==> src/include/hps_cfg.svh <==
// host I/O bridge configuration: bus widths, command codes and string length
`ifndef HPS_CFG_SVH
`define HPS_CFG_SVH

////////////////////////////////////////////////////////////
// host word bus
////////////////////////////////////////////////////////////

// one word per strobe on the host bus
`define HPS_WORD_W 16

// payload word counter, saturates at all ones
`define HPS_CNT_W 10

// characters in the config string, first character in the top byte
`define HPS_CONF_STRLEN 12

// download byte address
`define HPS_ADDR_W 25

////////////////////////////////////////////////////////////
// command codes, compared against the full command word
////////////////////////////////////////////////////////////

`define HPS_CMD_CFG      16'h0001
`define HPS_CMD_JOY0     16'h0002
`define HPS_CMD_JOY1     16'h0003
`define HPS_CMD_CONF_STR 16'h0014
`define HPS_CMD_STATUS   16'h001E
`define HPS_CMD_FILE_TX  16'h0053
`define HPS_CMD_FILE_DAT 16'h0054
`define HPS_CMD_FILE_IDX 16'h0055

`endif

==> src/design/hps_bus_pkg.sv <==
// host bus types: bus words, payload word numbers and frame states
`include "hps_cfg.svh"

package hps_bus_pkg;

	////////////////////////////////////////////////////////////
	// words on the host bus
	////////////////////////////////////////////////////////////

	// one strobed word, command or payload
	typedef logic [`HPS_WORD_W-1:0] host_word_t;

	// payload word number, 1 is the first word after the command
	typedef logic [`HPS_CNT_W-1:0] word_cnt_t;

	////////////////////////////////////////////////////////////
	// frame tracking
	////////////////////////////////////////////////////////////

	// frame_idle    no frame open
	// frame_cmd     frame open, command word not yet strobed
	// frame_payload command captured, strobes carry payload
	typedef enum logic [1:0] {
		frame_idle    = 2'd0,
		frame_cmd     = 2'd1,
		frame_payload = 2'd2
	} frame_state_t;

endpackage

==> src/design/hps_ctrl_pkg.sv <==
// control side types: config, joystick and status registers, download sink
`include "hps_cfg.svh"

package hps_ctrl_pkg;

	////////////////////////////////////////////////////////////
	// control registers
	////////////////////////////////////////////////////////////

	// bits 1:0 buttons, bit 4 forced scandoubler
	typedef logic [7:0] cfg_byte_t;

	// one digital joystick, one bit per button or direction
	typedef logic [15:0] joystick_t;

	// status word, written as two 16-bit halves
	typedef logic [31:0] status_t;

	////////////////////////////////////////////////////////////
	// download sink
	////////////////////////////////////////////////////////////

	// menu index of the file being sent
	typedef logic [7:0] file_index_t;

	// byte address inside the file, also the byte count after stop
	typedef logic [`HPS_ADDR_W-1:0] file_addr_t;

	// one data byte toward the sink
	typedef logic [7:0] file_byte_t;

endpackage

==> src/design/host_word_if.sv <==
// decoded host payload words from the bus front end to the register file and loader
`timescale 1ns/1ps

interface host_word_if;

	// one-cycle pulse per payload word
	logic word_valid;

	// command word of the open frame
	hps_bus_pkg::host_word_t cmd;

	// payload word number, starting at 1
	hps_bus_pkg::word_cnt_t word_num;

	// payload word, meaningful only with word_valid
	hps_bus_pkg::host_word_t word;

	// one-cycle pulse after the frame closes
	logic frame_end;

	modport frontend (
		output word_valid,
		output cmd,
		output word_num,
		output word,
		output frame_end
	);

	modport regs (
		input word_valid,
		input cmd,
		input word_num,
		input word,
		input frame_end
	);

	modport loader (
		input word_valid,
		input cmd,
		input word_num,
		input word,
		input frame_end
	);

endinterface

==> src/design/host_bus_frontend.sv <==
// host bus front end: frame FSM, payload numbering, reply word and wait toward the host
`timescale 1ns/1ps

module host_bus_frontend (
	input  logic                    clk_sys,
	input  logic                    reset,
	input  logic                    io_enable,
	input  logic                    io_strobe,
	input  hps_bus_pkg::host_word_t io_din,
	input  hps_bus_pkg::host_word_t reply,
	input  logic                    ioctl_wait,
	output hps_bus_pkg::host_word_t io_dout,
	output logic                    io_wait,
	host_word_if.frontend           words
);

	hps_bus_pkg::frame_state_t state;

	// number given to the next payload word
	hps_bus_pkg::word_cnt_t next_num;

	logic cmd_strobe;
	logic pay_strobe;

	// first strobe of a frame is the command, all later ones are payload
	assign cmd_strobe = io_enable && io_strobe && (state != hps_bus_pkg::frame_payload);
	assign pay_strobe = io_enable && io_strobe && (state == hps_bus_pkg::frame_payload);

	////////////////////////////////////////////////////////////
	// frame FSM
	////////////////////////////////////////////////////////////

	always_ff @(posedge clk_sys) begin
		if (reset) begin
			state <= hps_bus_pkg::frame_idle;
		end else if (!io_enable) begin
			state <= hps_bus_pkg::frame_idle;
		end else begin
			case (state)
				hps_bus_pkg::frame_idle:
					state <= io_strobe ? hps_bus_pkg::frame_payload : hps_bus_pkg::frame_cmd;
				hps_bus_pkg::frame_cmd:
					if (io_strobe) state <= hps_bus_pkg::frame_payload;
				default:
					state <= hps_bus_pkg::frame_payload;
			endcase
		end
	end

	////////////////////////////////////////////////////////////
	// command capture and word numbering
	////////////////////////////////////////////////////////////

	always_ff @(posedge clk_sys) begin
		if (reset) begin
			words.cmd       <= '0;
			words.frame_end <= 1'b0;
			next_num        <= '0;
		end else begin
			words.frame_end <= !io_enable && (state != hps_bus_pkg::frame_idle);
			if (cmd_strobe) begin
				words.cmd <= io_din;
				next_num  <= hps_bus_pkg::word_cnt_t'(1);
			end else if (pay_strobe) begin
				// counter holds at its top value on very long frames
				if (next_num != '1) next_num <= next_num + 1'b1;
			end else if (words.frame_end) begin
				// no stale command once the frame is closed
				words.cmd <= '0;
			end
		end
	end

	always_ff @(posedge clk_sys) begin
		if (reset) words.word_valid <= 1'b0;
		else words.word_valid <= pay_strobe;
	end

	always_ff @(posedge clk_sys) begin
		if (pay_strobe) begin
			words.word     <= io_din;
			words.word_num <= next_num;
		end
	end

	////////////////////////////////////////////////////////////
	// reply word and wait toward the host
	////////////////////////////////////////////////////////////

	always_ff @(posedge clk_sys) begin
		if (reset) io_dout <= '0;
		else if (!io_enable) io_dout <= '0;
		else if (words.word_valid) io_dout <= reply;
	end

	// no buffering here, the sink's wait goes straight to the host
	assign io_wait = ioctl_wait;

endmodule

==> src/design/host_reg_file.sv <==
// control register file with config byte, joysticks, status word and config string readback
`timescale 1ns/1ps
`include "hps_cfg.svh"

module host_reg_file (
	input  logic                           clk_sys,
	input  logic                           reset,
	input  logic [8*`HPS_CONF_STRLEN-1:0]  conf_str,
	output logic [1:0]                     buttons,
	output logic                           forced_scandoubler,
	output hps_ctrl_pkg::joystick_t        joystick_0,
	output hps_ctrl_pkg::joystick_t        joystick_1,
	output hps_ctrl_pkg::status_t          status,
	output hps_bus_pkg::host_word_t        reply,
	host_word_if.regs                      words
);

	hps_ctrl_pkg::cfg_byte_t cfg;

	logic first_word;
	logic second_word;
	logic str_hit;

	assign first_word  = words.word_valid && (words.word_num == hps_bus_pkg::word_cnt_t'(1));
	assign second_word = words.word_valid && (words.word_num == hps_bus_pkg::word_cnt_t'(2));

	////////////////////////////////////////////////////////////
	// register writes
	////////////////////////////////////////////////////////////

	always_ff @(posedge clk_sys) begin
		if (reset) begin
			cfg        <= '0;
			joystick_0 <= '0;
			joystick_1 <= '0;
			status     <= '0;
		end else begin
			case (words.cmd)
				`HPS_CMD_CFG: begin
					// only the low byte carries switches
					if (first_word) cfg <= words.word[7:0];
				end
				`HPS_CMD_JOY0: begin
					if (first_word) joystick_0 <= words.word;
				end
				`HPS_CMD_JOY1: begin
					if (first_word) joystick_1 <= words.word;
				end
				`HPS_CMD_STATUS: begin
					// low half first, then high half
					if (first_word) status[15:0] <= words.word;
					if (second_word) status[31:16] <= words.word;
				end
				default: begin
				end
			endcase
		end
	end

	// buttons in bits 1:0 and the scandoubler switch in bit 4
	assign buttons            = cfg[1:0];
	assign forced_scandoubler = cfg[4];

	////////////////////////////////////////////////////////////
	// config string readback
	////////////////////////////////////////////////////////////

	// word n of the frame returns character n
	assign str_hit = (words.cmd == `HPS_CMD_CONF_STR)
		&& (words.word_num != '0)
		&& (words.word_num <= `HPS_CONF_STRLEN);

	// character 1 sits in the top byte of conf_str
	always_comb begin
		reply = '0;
		if (str_hit) begin
			reply[7:0] = conf_str[(`HPS_CONF_STRLEN - words.word_num) * 8 +: 8];
		end
	end

endmodule

==> src/design/file_loader.sv <==
// file download sink with file index, start/stop flag, byte address and write pulse
`timescale 1ns/1ps
`include "hps_cfg.svh"

module file_loader (
	input  logic                       clk_sys,
	input  logic                       reset,
	output logic                       ioctl_download,
	output hps_ctrl_pkg::file_index_t  ioctl_index,
	output logic                       ioctl_wr,
	output hps_ctrl_pkg::file_addr_t   ioctl_addr,
	output hps_ctrl_pkg::file_byte_t   ioctl_dout,
	host_word_if.loader                words
);

	// address of the next data byte and the byte count after stop
	hps_ctrl_pkg::file_addr_t addr;

	logic idx_word;
	logic tx_word;
	logic dat_word;

	assign idx_word = words.word_valid && (words.cmd == `HPS_CMD_FILE_IDX);
	assign tx_word  = words.word_valid && (words.cmd == `HPS_CMD_FILE_TX);
	assign dat_word = words.word_valid && (words.cmd == `HPS_CMD_FILE_DAT);

	////////////////////////////////////////////////////////////
	// index, start/stop and address
	////////////////////////////////////////////////////////////

	always_ff @(posedge clk_sys) begin
		if (reset) begin
			ioctl_download <= 1'b0;
			ioctl_index    <= '0;
			ioctl_wr       <= 1'b0;
			ioctl_addr     <= '0;
			addr           <= '0;
		end else begin
			// one pulse per data word
			ioctl_wr <= dat_word;

			if (idx_word) ioctl_index <= words.word[7:0];

			if (tx_word) begin
				if (|words.word[7:0]) begin
					// start of transfer
					addr           <= '0;
					ioctl_download <= 1'b1;
				end else begin
					// end of transfer reports the byte count
					ioctl_addr     <= addr;
					ioctl_download <= 1'b0;
				end
			end

			if (dat_word) begin
				ioctl_addr <= addr;
				addr       <= addr + 1'b1;
			end
		end
	end

	////////////////////////////////////////////////////////////
	// data byte
	////////////////////////////////////////////////////////////

	// 8-bit path drops the upper byte of the word
	always_ff @(posedge clk_sys) begin
		if (dat_word) ioctl_dout <= words.word[7:0];
	end

endmodule

==> src/design/hps_io_core.sv <==
// host I/O bridge top: front end, control registers and file loader on one word stream
`timescale 1ns/1ps
`include "hps_cfg.svh"

module hps_io_core (
	input  logic                           clk_sys,
	input  logic                           reset,

	// host word bus
	input  logic                           io_enable,
	input  logic                           io_strobe,
	input  logic [`HPS_WORD_W-1:0]         io_din,
	output logic [`HPS_WORD_W-1:0]         io_dout,
	output logic                           io_wait,

	// fixed config string
	input  logic [8*`HPS_CONF_STRLEN-1:0]  conf_str,

	// control registers
	output logic [1:0]                     buttons,
	output logic                           forced_scandoubler,
	output logic [15:0]                    joystick_0,
	output logic [15:0]                    joystick_1,
	output logic [31:0]                    status,

	// download sink
	output logic                           ioctl_download,
	output logic [7:0]                     ioctl_index,
	output logic                           ioctl_wr,
	output logic [`HPS_ADDR_W-1:0]         ioctl_addr,
	output logic [7:0]                     ioctl_dout,
	input  logic                           ioctl_wait
);

	host_word_if words ();

	// reply word from the register file
	hps_bus_pkg::host_word_t reply;

	host_bus_frontend i_frontend (
		.clk_sys    (clk_sys),
		.reset      (reset),
		.io_enable  (io_enable),
		.io_strobe  (io_strobe),
		.io_din     (io_din),
		.reply      (reply),
		.ioctl_wait (ioctl_wait),
		.io_dout    (io_dout),
		.io_wait    (io_wait),
		.words      (words.frontend)
	);

	host_reg_file i_reg_file (
		.clk_sys            (clk_sys),
		.reset              (reset),
		.conf_str           (conf_str),
		.buttons            (buttons),
		.forced_scandoubler (forced_scandoubler),
		.joystick_0         (joystick_0),
		.joystick_1         (joystick_1),
		.status             (status),
		.reply              (reply),
		.words              (words.regs)
	);

	file_loader i_loader (
		.clk_sys        (clk_sys),
		.reset          (reset),
		.ioctl_download (ioctl_download),
		.ioctl_index    (ioctl_index),
		.ioctl_wr       (ioctl_wr),
		.ioctl_addr     (ioctl_addr),
		.ioctl_dout     (ioctl_dout),
		.words          (words.loader)
	);

endmodule

==> config.mk <==
export PLATFORM = sky130hd
export DESIGN_NAME = hps_io_core
export DESIGN_NICKNAME = d
export VERILOG_FILES = /design/src/design/hps_bus_pkg.sv /design/src/design/hps_ctrl_pkg.sv /design/src/design/host_word_if.sv /design/src/design/host_bus_frontend.sv /design/src/design/host_reg_file.sv /design/src/design/file_loader.sv /design/src/design/hps_io_core.sv
export VERILOG_INCLUDE_DIRS = /design/src /design/src/include
export SDC_FILE = /design/constraint.sdc
export NUM_CORES = 1
export LEC_CHECK = 0
export BUFFER_PORTS_ARGS = -buffer_cell sky130_fd_sc_hd__buf_2
export CORE_MARGIN = 1
export CORE_UTILIZATION = 48
export CTS_CLUSTER_SIZE = 10
export DETAILED_ROUTE_END_ITERATION = 8
export GPL_ROUTABILITY_DRIVEN = 0
export PLACE_DENSITY = 0.87
export SYNTH_ARGS = -nofsm -noshare
export SYNTH_HDL_FRONTEND = slang
export SYNTH_SLANG_ARGS = --single-unit
==> constraint.sdc <==
create_clock -name clk_sys -period 4.1 [get_ports clk_sys]
set_input_delay 0.41 -clock clk_sys [delete_from_list [all_inputs] [get_ports clk_sys]]
set_output_delay 0.41 -clock clk_sys [all_outputs]
set_load 0.02 [all_outputs]
==> flow_metrics.tcl, run 1 <==
set metrics [dict create \
    cp.required_ps 4420 \
    ctsHtreeMaxLevel 4 \
    reg2reg_slack_ps 1590 \
    worstPathMaxFanout 11 \
    ios 244 \
    post-cts-setup-buffers 0 \
    dp_cells 1269 \
    layout.cells.non_filler 1305 \
    critPathTopFamily "simple AND/OR/NAND/NOR gates" \
    place_ws_ps 1662 \
    cts_resized 0 \
    skew_ps 15.47 \
    groute.usage.overall 0.2380 \
    fillers 1390 \
    hp-class "primary input to flop" \
    period_needed_ps 2505 \
    drc 0 \
    status "finished, final reports clean" \
    hold_buffers 0 \
    coreArea_sq_um 17360 \
    cts_root_buffer "clkbuf_16" \
    grt_antenna_before_repair 4 \
    grt_overflow_total 0 \
    hpwl_um 15800 \
    syn_inst 844 \
    syn_area_sq_um 8543 \
    insertion_delay_ps 430 \
    wl_per_cell_um 16.81 \
    nNetsFinal 1185 \
    viasPerCell 5.579 \
    drive_above_1_share 0.2900 \
    ant_nets 0 \
    maxCapViolCount 0 \
    routed_wl_um 21940 \
    cts.sinks 199 \
    die_w_um 135.4 \
    cellLeakagePower_nw 4.197 \
    yosysWarnings 0 \
    ir_drop_mv 0.3368 \
    tns_ps 0 \
    totalPowerFinal_mw 3.915 \
    synth_flop_cell "dfxtp_1" \
    synth-edff-count 34 \
    rows 48 \
    clk_pin_slew_ps 70 \
    slowest_stage "nor2_1" \
    worstSetupEndpointType "flop" \
    grt_start_max_net_pins 76 \
    ys_seq_area_frac 0.5062 \
    start_kind "flop" \
    vias 7280 \
    cp.arrival_ps 2830 \
    dieArea_sq_um 18340 \
    powerDensity_nw_per_um2 374.4 \
    cts_buffer_depth 2 \
    drt_first_pass_iters 5 \
    worst_slew_pin_slew_ps 1146 \
    cts_inserted_buffers 17 \
    synthToLayoutAreaGrowth_pct 22.39 \
    critPathMaxStageDelay_ps 730 \
    die_h_um 135.4 \
    io_buffers 233 \
    crit_buf_inv 0 \
    cts_tree "yes" \
    path_cells "nor4_1, nand4b_1, nor2_1, a21oi_1, a211oi_1" \
    initial_utilization 0.4922 \
    final-hold-violation-count 0 \
    grt_pass1_wl_um 34350 \
    fin_crit_sh 0.6111 \
    fin_ws_ps 1595 \
    max_slew_margin 0.2308 \
    synth_area_per_cell_sq_um 10.12 \
    grt_pass1_vias 6874 \
    worst-setup-path-type "flop to flop" \
    rsz0062_at_grt "false" \
    setup_viol 0 \
    fmax_ghz 0.3991 \
    yosysUniqueCellTypes 58 \
    yosys_register_bits 199 \
    whs_ps 177.3 \
    ys_async_sr_fraction 0 \
    drt-initial-drc-count 559 \
    final_max_slew_viol_count 0 \
]
## metrics by stage
step,util,area [sq um]
global placement,0.5664,9831
floorplan,-,8569
global route,0.6021,10450
detailed placement,0.5664,9831
finish,0.6024,10460
CTS,0.6019,10450
## kinds of logic (layout without fill, tap and decap cells)
| kind of cell | Yosys count | count (layout) | synth area share |
|---|---|---|---|
| AOI/OAI and AO/OA | 122 | 122 | 0.08714 |
| buffers and inverters | 65 | 290 | 0.03705 |
| muxes | 101 | 101 | 0.1535 |
| and+or+nand+nor | 337 | 337 | 0.1941 |
| DFF | 199 | 199 | 0.5062 |
| xor gates and xnor gates | 14 | 14 | 0.01435 |
| adders and majority gates | 5 | 5 | 0.007323 |
| other | 1 | 12 | 0.0004389 |
## cell usage in the layout (no fill, tap or decap), types with 4 or more instances in the layout
cell type / count
ha_1: 5
diode_2: 4
nand4_1: 15
nor4_4: 5
inv_1: 16
a211oi_1: 4
and3_1: 7
nor4_1: 7
dfxtp_1: 165
xor2_1: 9
inv_6: 4
nor3_1: 11
conb_1: 8
o211ai_1: 6
a21oi_1: 61
a22oi_1: 17
buf_2: 232
mux4_2: 24
clkbuf_16: 17
edfxtp_1: 34
or3_1: 6
nand3_1: 20
xnor2_1: 5
buf_4: 10
o21ai_0: 12
nor2_1: 123
mux2i_1: 77
nand2_1: 110
or4_1: 6
## state kept, by name, summed over array words and instances, names as in the netlist, 10 cells and up
name,count
i_frontend.words.word_num,10
i_frontend.words.word,16
i_loader.addr,25
i_frontend.words.cmd,16
i_loader.ioctl_addr,25
i_reg_file.joystick_1,16
i_reg_file.status,32
i_frontend.next_num,10
i_reg_file.joystick_0,16
## cell type report
type,instances,area [sq um],area share
diodes,4,10.01,0.0009573
clock buffers,17,425.4,0.04068
clock inverters,15,190.2,0.01819
inverters,16,60.06,0.005744
multi-input cells,587,3929,0.3757
flip-flops and latches,199,4324,0.4135
well taps,225,281.5,0.02692
repair buffers,242,1236,0.1182
## cells in the mapped netlist (all sizes together) (6+ instances only)
cell	count	area (sq um)
or4	6	45.04
nor4	13	162.6
o211ai	6	45.04
nand2	110	412.9
clkbuf	29	108.9
mux2i	77	770.7
buf	20	147.6
and3	7	43.79
nand3	20	100.1
xor2	9	78.83
mux4	24	540.5
o21ai	14	70.07
or3	6	37.54
nor3	12	65.06
a22oi	17	127.6
nor2	123	461.7
a21oi	61	305.3
dfxtp	165	3303
inv	16	60.06
nand4	16	115.1
edfxtp	34	1021
## power breakdown
group / switching [mW] / internal [mW]
registers: 0.0170 / 1.99
clock network: 0.748 / 0.974
logic: 0.0978 / 0.0850
total: 0.862 / 3.05
## path summary, 6_finish.rpt
path,cells past startpoint,end,from
max,5,i_loader.addr[22],i_frontend.words.cmd[9]
min,1,i_frontend.words.word[1],io_din[1]
max reg2reg,5,i_loader.addr[22],i_frontend.words.cmd[9]
min reg2reg,2,i_loader.ioctl_addr[10],i_loader.ioctl_addr[10]
## routing by layer
metal  share of wire  GRT usage
met1            0.43     0.2966
met2            0.47     0.4003
met5               0          0
met4           0.026    0.09238
met3           0.075    0.05275
No activity file was read; power rests on OpenSTA's default activity.
==> run 2, diff against run 1 <==
--- a/config.mk
+++ b/config.mk
@@ -6,13 +6,14 @@
 export SDC_FILE = /design/constraint.sdc
 export NUM_CORES = 1
 export LEC_CHECK = 0
+export ABC_AREA = 1
 export BUFFER_PORTS_ARGS = -buffer_cell sky130_fd_sc_hd__buf_2
 export CORE_MARGIN = 1
 export CORE_UTILIZATION = 48
 export CTS_CLUSTER_SIZE = 10
 export DETAILED_ROUTE_END_ITERATION = 8
 export GPL_ROUTABILITY_DRIVEN = 0
-export PLACE_DENSITY = 0.87
+export PLACE_DENSITY = 0.88
 export SYNTH_ARGS = -nofsm -noshare
 export SYNTH_HDL_FRONTEND = slang
 export SYNTH_SLANG_ARGS = --single-unit
==> constraint.sdc (replaced) <==
create_clock -name clk_sys -period 2.15 [get_ports clk_sys]
set_input_delay 0.215 -clock clk_sys [delete_from_list [all_inputs] [get_ports clk_sys]]
set_output_delay 0.215 -clock clk_sys [all_outputs]
set_load 0.02 [all_outputs]
==> flow_metrics.tcl, run 2 <==
set metrics [dict create \
    status "finished, final reports clean" \
    layout_commonest_cell "nand2_1" \
    drc 0 \
    synth_most_common_cell "nand2_1" \
    wl_per_cell_um 14.08 \
    viasPerCell 5.114 \
    clockPowerShare 0.438 \
    rsz0062_at_grt "false" \
    insertion_delay_ps 450 \
    cts_resized 0 \
    routed_wl_um 26840 \
    dp_cells 1854 \
    ctsHtreeMaxLevel 4 \
    dieArea_sq_um 20770 \
    largestRegisters "i_reg_file.status x32, i_loader.addr x25, i_loader.ioctl_addr x25" \
    cts_root_buffer "clkbuf_16" \
    fmax_ghz 0.5084 \
    cellLeakagePower_nw 5.635 \
    grt_start_max_net_pins 51 \
    worstSetupEndpointType "flop" \
    grt_pass1_vias 8715 \
    io_buffers 233 \
    fin_ws_ps 183.0 \
    place_ws_ps 215.4 \
    clk_pin_slew_ps 80 \
    slowest_stage "or2_1" \
    synth_xor_area_frac 0.005419 \
    cts.sinks 199 \
    worst_slew_pin_slew_ps 656.1 \
    coreArea_sq_um 19650 \
    start_kind "flop" \
    final_max_slew_viol_count 0 \
    grt_antenna_before_repair 2 \
    tns_ps 0 \
    drive_above_1_share 0.2172 \
    cp.required_ps 2480 \
    path_common_cell "nor2_1" \
    path_cells "nor2_1, nand2_1, nor2_2, nand4_1, or2_1, nor2_1, nor2_1" \
    max_slew_margin 0.5626 \
    synth_compound_area_frac 0.08968 \
    rows 51 \
    drt-initial-drc-count 732 \
    yosys.area.top_type_share 0.3406 \
    internal_power_mw 5.800 \
    pwr-share-seq 0.503 \
    ir_drop_mv 0.4195 \
    yosys-top-cells-count "nand2_1, nor2_1, dfxtp_1, inv_1, nand3_1" \
    worst-setup-path-type "flop to flop" \
    swShare 0.2365 \
    syn_area_sq_um 9697 \
    die_h_um 144.1 \
    ant_nets 0 \
    powerDensity_nw_per_um2 640.6 \
    hpwl_um 19130 \
    cts_inserted_buffers 17 \
    fin_crit_sh 0.9149 \
    synth-edff-count 34 \
    final-hold-violation-count 0 \
    post-route-util 0.6034 \
    final_cell_mix "nand2_1, nor2_1, buf_2, dfxtp_1, inv_1" \
    fillers 1710 \
    switchingPower_mw 1.796 \
    critPathTopFamily "simple AND/OR/NAND/NOR gates" \
    synth_mux_area_frac 0 \
    period_needed_ps 1967 \
    grt_pass1_wl_um 42040 \
    cts_tree "yes" \
    ys_seq_area_frac 0.4459 \
    synth_flop_cell "dfxtp_1" \
    synth_fa_ha_area_frac 0.006452 \
    cp.arrival_ps 2300 \
    seqCellArea_sq_um 4324 \
    groute.usage.overall 0.2590 \
    synth_top_cell_by_area "dfxtp_1" \
    syn_inst 1391 \
    hp-class "primary input to flop" \
    ios 244 \
    largest_register "i_reg_file.status" \
    skew_ps 18.79 \
    initial_utilization 0.4934 \
    maxCapViolCount 0 \
    drt_first_pass_iters 5 \
    synth.area.top_cells "dfxtp_1, nand2_1, edfxtp_1" \
    nNetsFinal 1748 \
    critPathMaxStageDelay_ps 490 \
    setup_viol 0 \
    die_w_um 144.1 \
    synth_area_per_cell_sq_um 6.971 \
    totalPowerFinal_mw 7.597 \
    vias 9747 \
    cts_buffer_depth 2 \
    yosysWarnings 0 \
    yosysUniqueCellTypes 38 \
    ys_async_sr_fraction 0 \
    crit_buf_inv 0 \
    multi_input_area_sq_um 4451 \
    synthToLayoutAreaGrowth_pct 22.30 \
    largest_reg_flops 32 \
    synth-simple-area-share 0.3541 \
    yosys_register_bits 199 \
    pwr-share-comb 0.059 \
    synth_top_family_by_area "simple AND/OR/NAND/NOR gates" \
    layout.cells.non_filler 1906 \
    grt_overflow_total 0 \
    worstPathMaxFanout 16 \
]
==> run 2: cell types whose count changed after synthesis, moves of 9 or more <==
cell,change
a21oi_1,+30
nand3_2,+9
nand3_1,+102
or2_2,+16
nand2_1,+214
mux4_2,-24
inv_1,+110
a22oi_1,-17
mux2i_1,-77
nor2_1,+149
buf_2,+12
o21ai_1,+9
o21ai_0,+43
==> run 2: metal layers <==
layer / global-route usage / part of all wire / vias to the layer above
met5: 0 / 0 / -
met4: 0.1208 / 0.032 / 0
met3: 0.06656 / 0.082 / 67
met2: 0.4455 / 0.48 / 453
met1: 0.3009 / 0.40 / 4353
li1: - / - / 4874
==> run 2: cells by family (layout without fill, tap and decap cells) <==
logic type,after synthesis,after routing
adder cells (fa/ha/maj),5,5
XOR/XNOR,6,6
AO/OA/AOI/OAI,169,169
other,1,10
AND/OR/NAND/NOR,801,801
flip-flops,199,199
buffers and inverters,210,451
==> run 2: power by group through the flow <==
stage,clock (mW),combinational (mW),sequential (mW)
2_1_floorplan,0,0.248,3.90
3_3_place_gp,0,0.399,3.91
3_5_place_dp,0,0.410,3.91
4_1_cts,3.36,0.441,3.82
5_1_grt,3.53,0.491,3.82
6_report,3.33,0.447,3.82
==> run 2: final timing paths <==
path / start / endpoint / slack, ps / cells after the start
setup / recovery: i_frontend.words.cmd[12] / i_reg_file.status[28] / 180 / 7
hold / removal: reset / i_loader.ioctl_index[6] / 240 / 4
setup reg to reg: i_frontend.words.cmd[12] / i_reg_file.status[28] / 180 / 7
hold reg to reg: i_reg_file.cfg[0] / i_reg_file.cfg[0] / 440 / 2
==> run 2: cell type report <==
cell class,instances,share of cell area
Sequential cell,199,0.3646
Clock buffer,19,0.03735
Timing Repair Buffer,284,0.1365
Inverter,135,0.04273
Multi-Input combinational cell,989,0.3753
Tap cell,265,0.02796
Clock inverter,13,0.01509
Antenna cell,2,0.0004220
==> run 2: what timing repair did <==
item | 4_1_cts | 5_1_grt
setup buffers | 0 | 0
endpoints found under the hold margin | 18 | 0
hold buffers | 18 | 0
==> run 2: stage by stage <==
step                      hold slack, ps  instance area [sq um]
after floorplan                    291.8                   9727
after global placement             407.9                  11050
after detailed placement           409.3                  11050
after CTS                          214.4                  11850
after global routing               223.6                  11860
final                              240.5                  11860
==> run 2: worst register-to-register path, stage by stage, from the launching register on <==
cell and delay, ps:
dfxtp_1 310, nor2_1 120, nand2_1 80, nor2_2 410, nand4_1 170, or2_1 490
nor2_1 230, nor2_1 60
==> run 3, diff against run 2 <==
--- a/config.mk
+++ b/config.mk
@@ -8,6 +8,7 @@
 export LEC_CHECK = 0
 export ABC_AREA = 1
 export BUFFER_PORTS_ARGS = -buffer_cell sky130_fd_sc_hd__buf_2
+export CORE_ASPECT_RATIO = 1.2
 export CORE_MARGIN = 1
 export CORE_UTILIZATION = 48
 export CTS_CLUSTER_SIZE = 10
==> flow_metrics.tcl, run 3 (synthesis results as in run 2) <==
set metrics [dict create \
    coreArea_sq_um 19690 \
    fin_crit_sh 0.9171 \
    grt_start_max_net_pins 115 \
    groute.usage.overall 0.2485 \
    initial_utilization 0.4925 \
    grt_pass1_vias 8841 \
    cellLeakagePower_nw 5.610 \
    reg2reg_from "i_frontend.words.word_num[0]" \
    setup_viol 0 \
    fin_ws_ps 178.3 \
    cp.arrival_ps 2340 \
    place_area_sq_um 11020 \
    hpwl_um 18430 \
    worstPathMaxFanout 12 \
    start_kind "flop" \
    nNetsFinal 1743 \
    final_max_slew_viol_count 0 \
    status "finished, final reports clean" \
    synthToLayoutAreaGrowth_pct 22.00 \
    insertion_delay_ps 450 \
    ctsHtreeMaxLevel 4 \
    totalPowerFinal_mw 7.466 \
    grt_antenna_before_repair 0 \
    rows 56 \
    cts_buffer_depth 2 \
    whs_ps 279.0 \
    cts_inserted_buffers 17 \
    reg2reg_to "i_frontend.io_dout[6]" \
    ant_nets 0 \
    die_h_um 157.7 \
    grt_pass1_wl_um 41400 \
    final-hold-violation-count 0 \
    reg2regPathDepth 10 \
    dp_cells 1845 \
    die_w_um 131.8 \
    layout.cells.non_filler 1895 \
    fmax_ghz 0.5072 \
    cts_tree "yes" \
    maxCapViolCount 0 \
    worst-setup-path-type "flop to flop" \
    whs_endpoint "i_frontend.io_dout[2]" \
    vias 9760 \
    io_buffers 233 \
    max_slew_margin 0.5426 \
    post-route-util 0.6009 \
    grt_overflow_total 0 \
    place_ws_ps 66.76 \
    worst_slew_pin_slew_ps 685.3 \
    powerDensity_nw_per_um2 631.1 \
    ios 244 \
    post-cts-setup-buffers 0 \
    largest_reg_flops 32 \
    skew_ps 14.51 \
    min_from "conf_str[34]" \
    cts.sinks 199 \
    reg2reg_slack_ps 180 \
    n_antenna_cell 0 \
    holdPathStages 7 \
    viasPerCell 5.150 \
    cp.required_ps 2520 \
    drt-initial-drc-count 671 \
    routed_wl_um 25950 \
    dieArea_sq_um 20780 \
    drt_first_pass_iters 5 \
    period_needed_ps 1972 \
    tns_ps 0 \
    clk_pin_slew_ps 80 \
    largest_register "i_reg_file.status" \
    cts_root_buffer "clkbuf_16" \
    largestRegisters "i_reg_file.status x32, i_loader.addr x25, i_loader.ioctl_addr x25" \
    layout_commonest_cell "nand2_1" \
    worstSetupEndpointType "flop" \
    final_cell_mix "nand2_1, nor2_1, buf_2, dfxtp_1, inv_1" \
    crit_path_start "i_frontend.words.word_num[0]" \
    drc 0 \
    drive_above_1_share 0.2148 \
    fin_area_sq_um 11830 \
    ir_drop_mv 0.5070 \
    rsz0062_at_grt "false" \
    wl_per_cell_um 13.69 \
    hp-class "primary input to flop" \
]
-- run 3: how the worst max path moves through the flow --
stage,endpoint,slack [ps]
3_5_place_dp,i_frontend.io_dout[7],70
2_1_floorplan,i_frontend.io_dout[6],0.8
5_1_grt,i_frontend.io_dout[6],20
4_1_cts,i_frontend.io_dout[7],40
6_report,i_frontend.io_dout[6],180
3_3_place_gp,i_frontend.io_dout[7],210
-- run 3: timing repair --
item | in CTS | in global routing
resized for setup | 0 | 5
hold buffers | 18 | 0
setup endpoints to repair | 0 | 24
endpoints found under the hold margin | 18 | 0
-- run 3: critical path: stages (launching register included) --
cell and delay [ps]:
edfxtp_1 410, inv_1 130, ha_1 260, inv_1 270, buf_4 240, o21ai_0 90, o21ai_1 150, nand3_1 90
nand2_1 90, nand2_1 50, a21oi_1 110
-- run 3: cell type report --
class | count | area (sq um)
Clock buffer | 18 | 429.2
Clock inverter | 14 | 177.7
Fill cell | 1692 | 7859
Inverter | 135 | 506.7
Multi-Input combinational cell | 989 | 4461
Sequential cell | 199 | 4324
Tap cell | 261 | 326.6
Timing Repair Buffer | 279 | 1605
-- run 3: power breakdown --
group | switching [mW] | internal, mW
Combinational | 0.255 | 0.188
Sequential | 0.0222 | 3.80
Clock | 1.61 | 1.59
Total | 1.89 | 5.58
-- run 3: per-layer routing --
| layer | routed length, um | track usage | share of wire | vias to the layer above |
|---|---|---|---|---|
| met3 | 1636 | 0.03971 | 0.063 | 63 |
| li1 | - | - | - | 4849 |
| met1 | 10470 | 0.2927 | 0.40 | 4441 |
| met2 | 12890 | 0.4392 | 0.50 | 407 |
| met4 | 954 | 0.1257 | 0.037 | 0 |
| met5 | 0 | 0 | 0 | - |
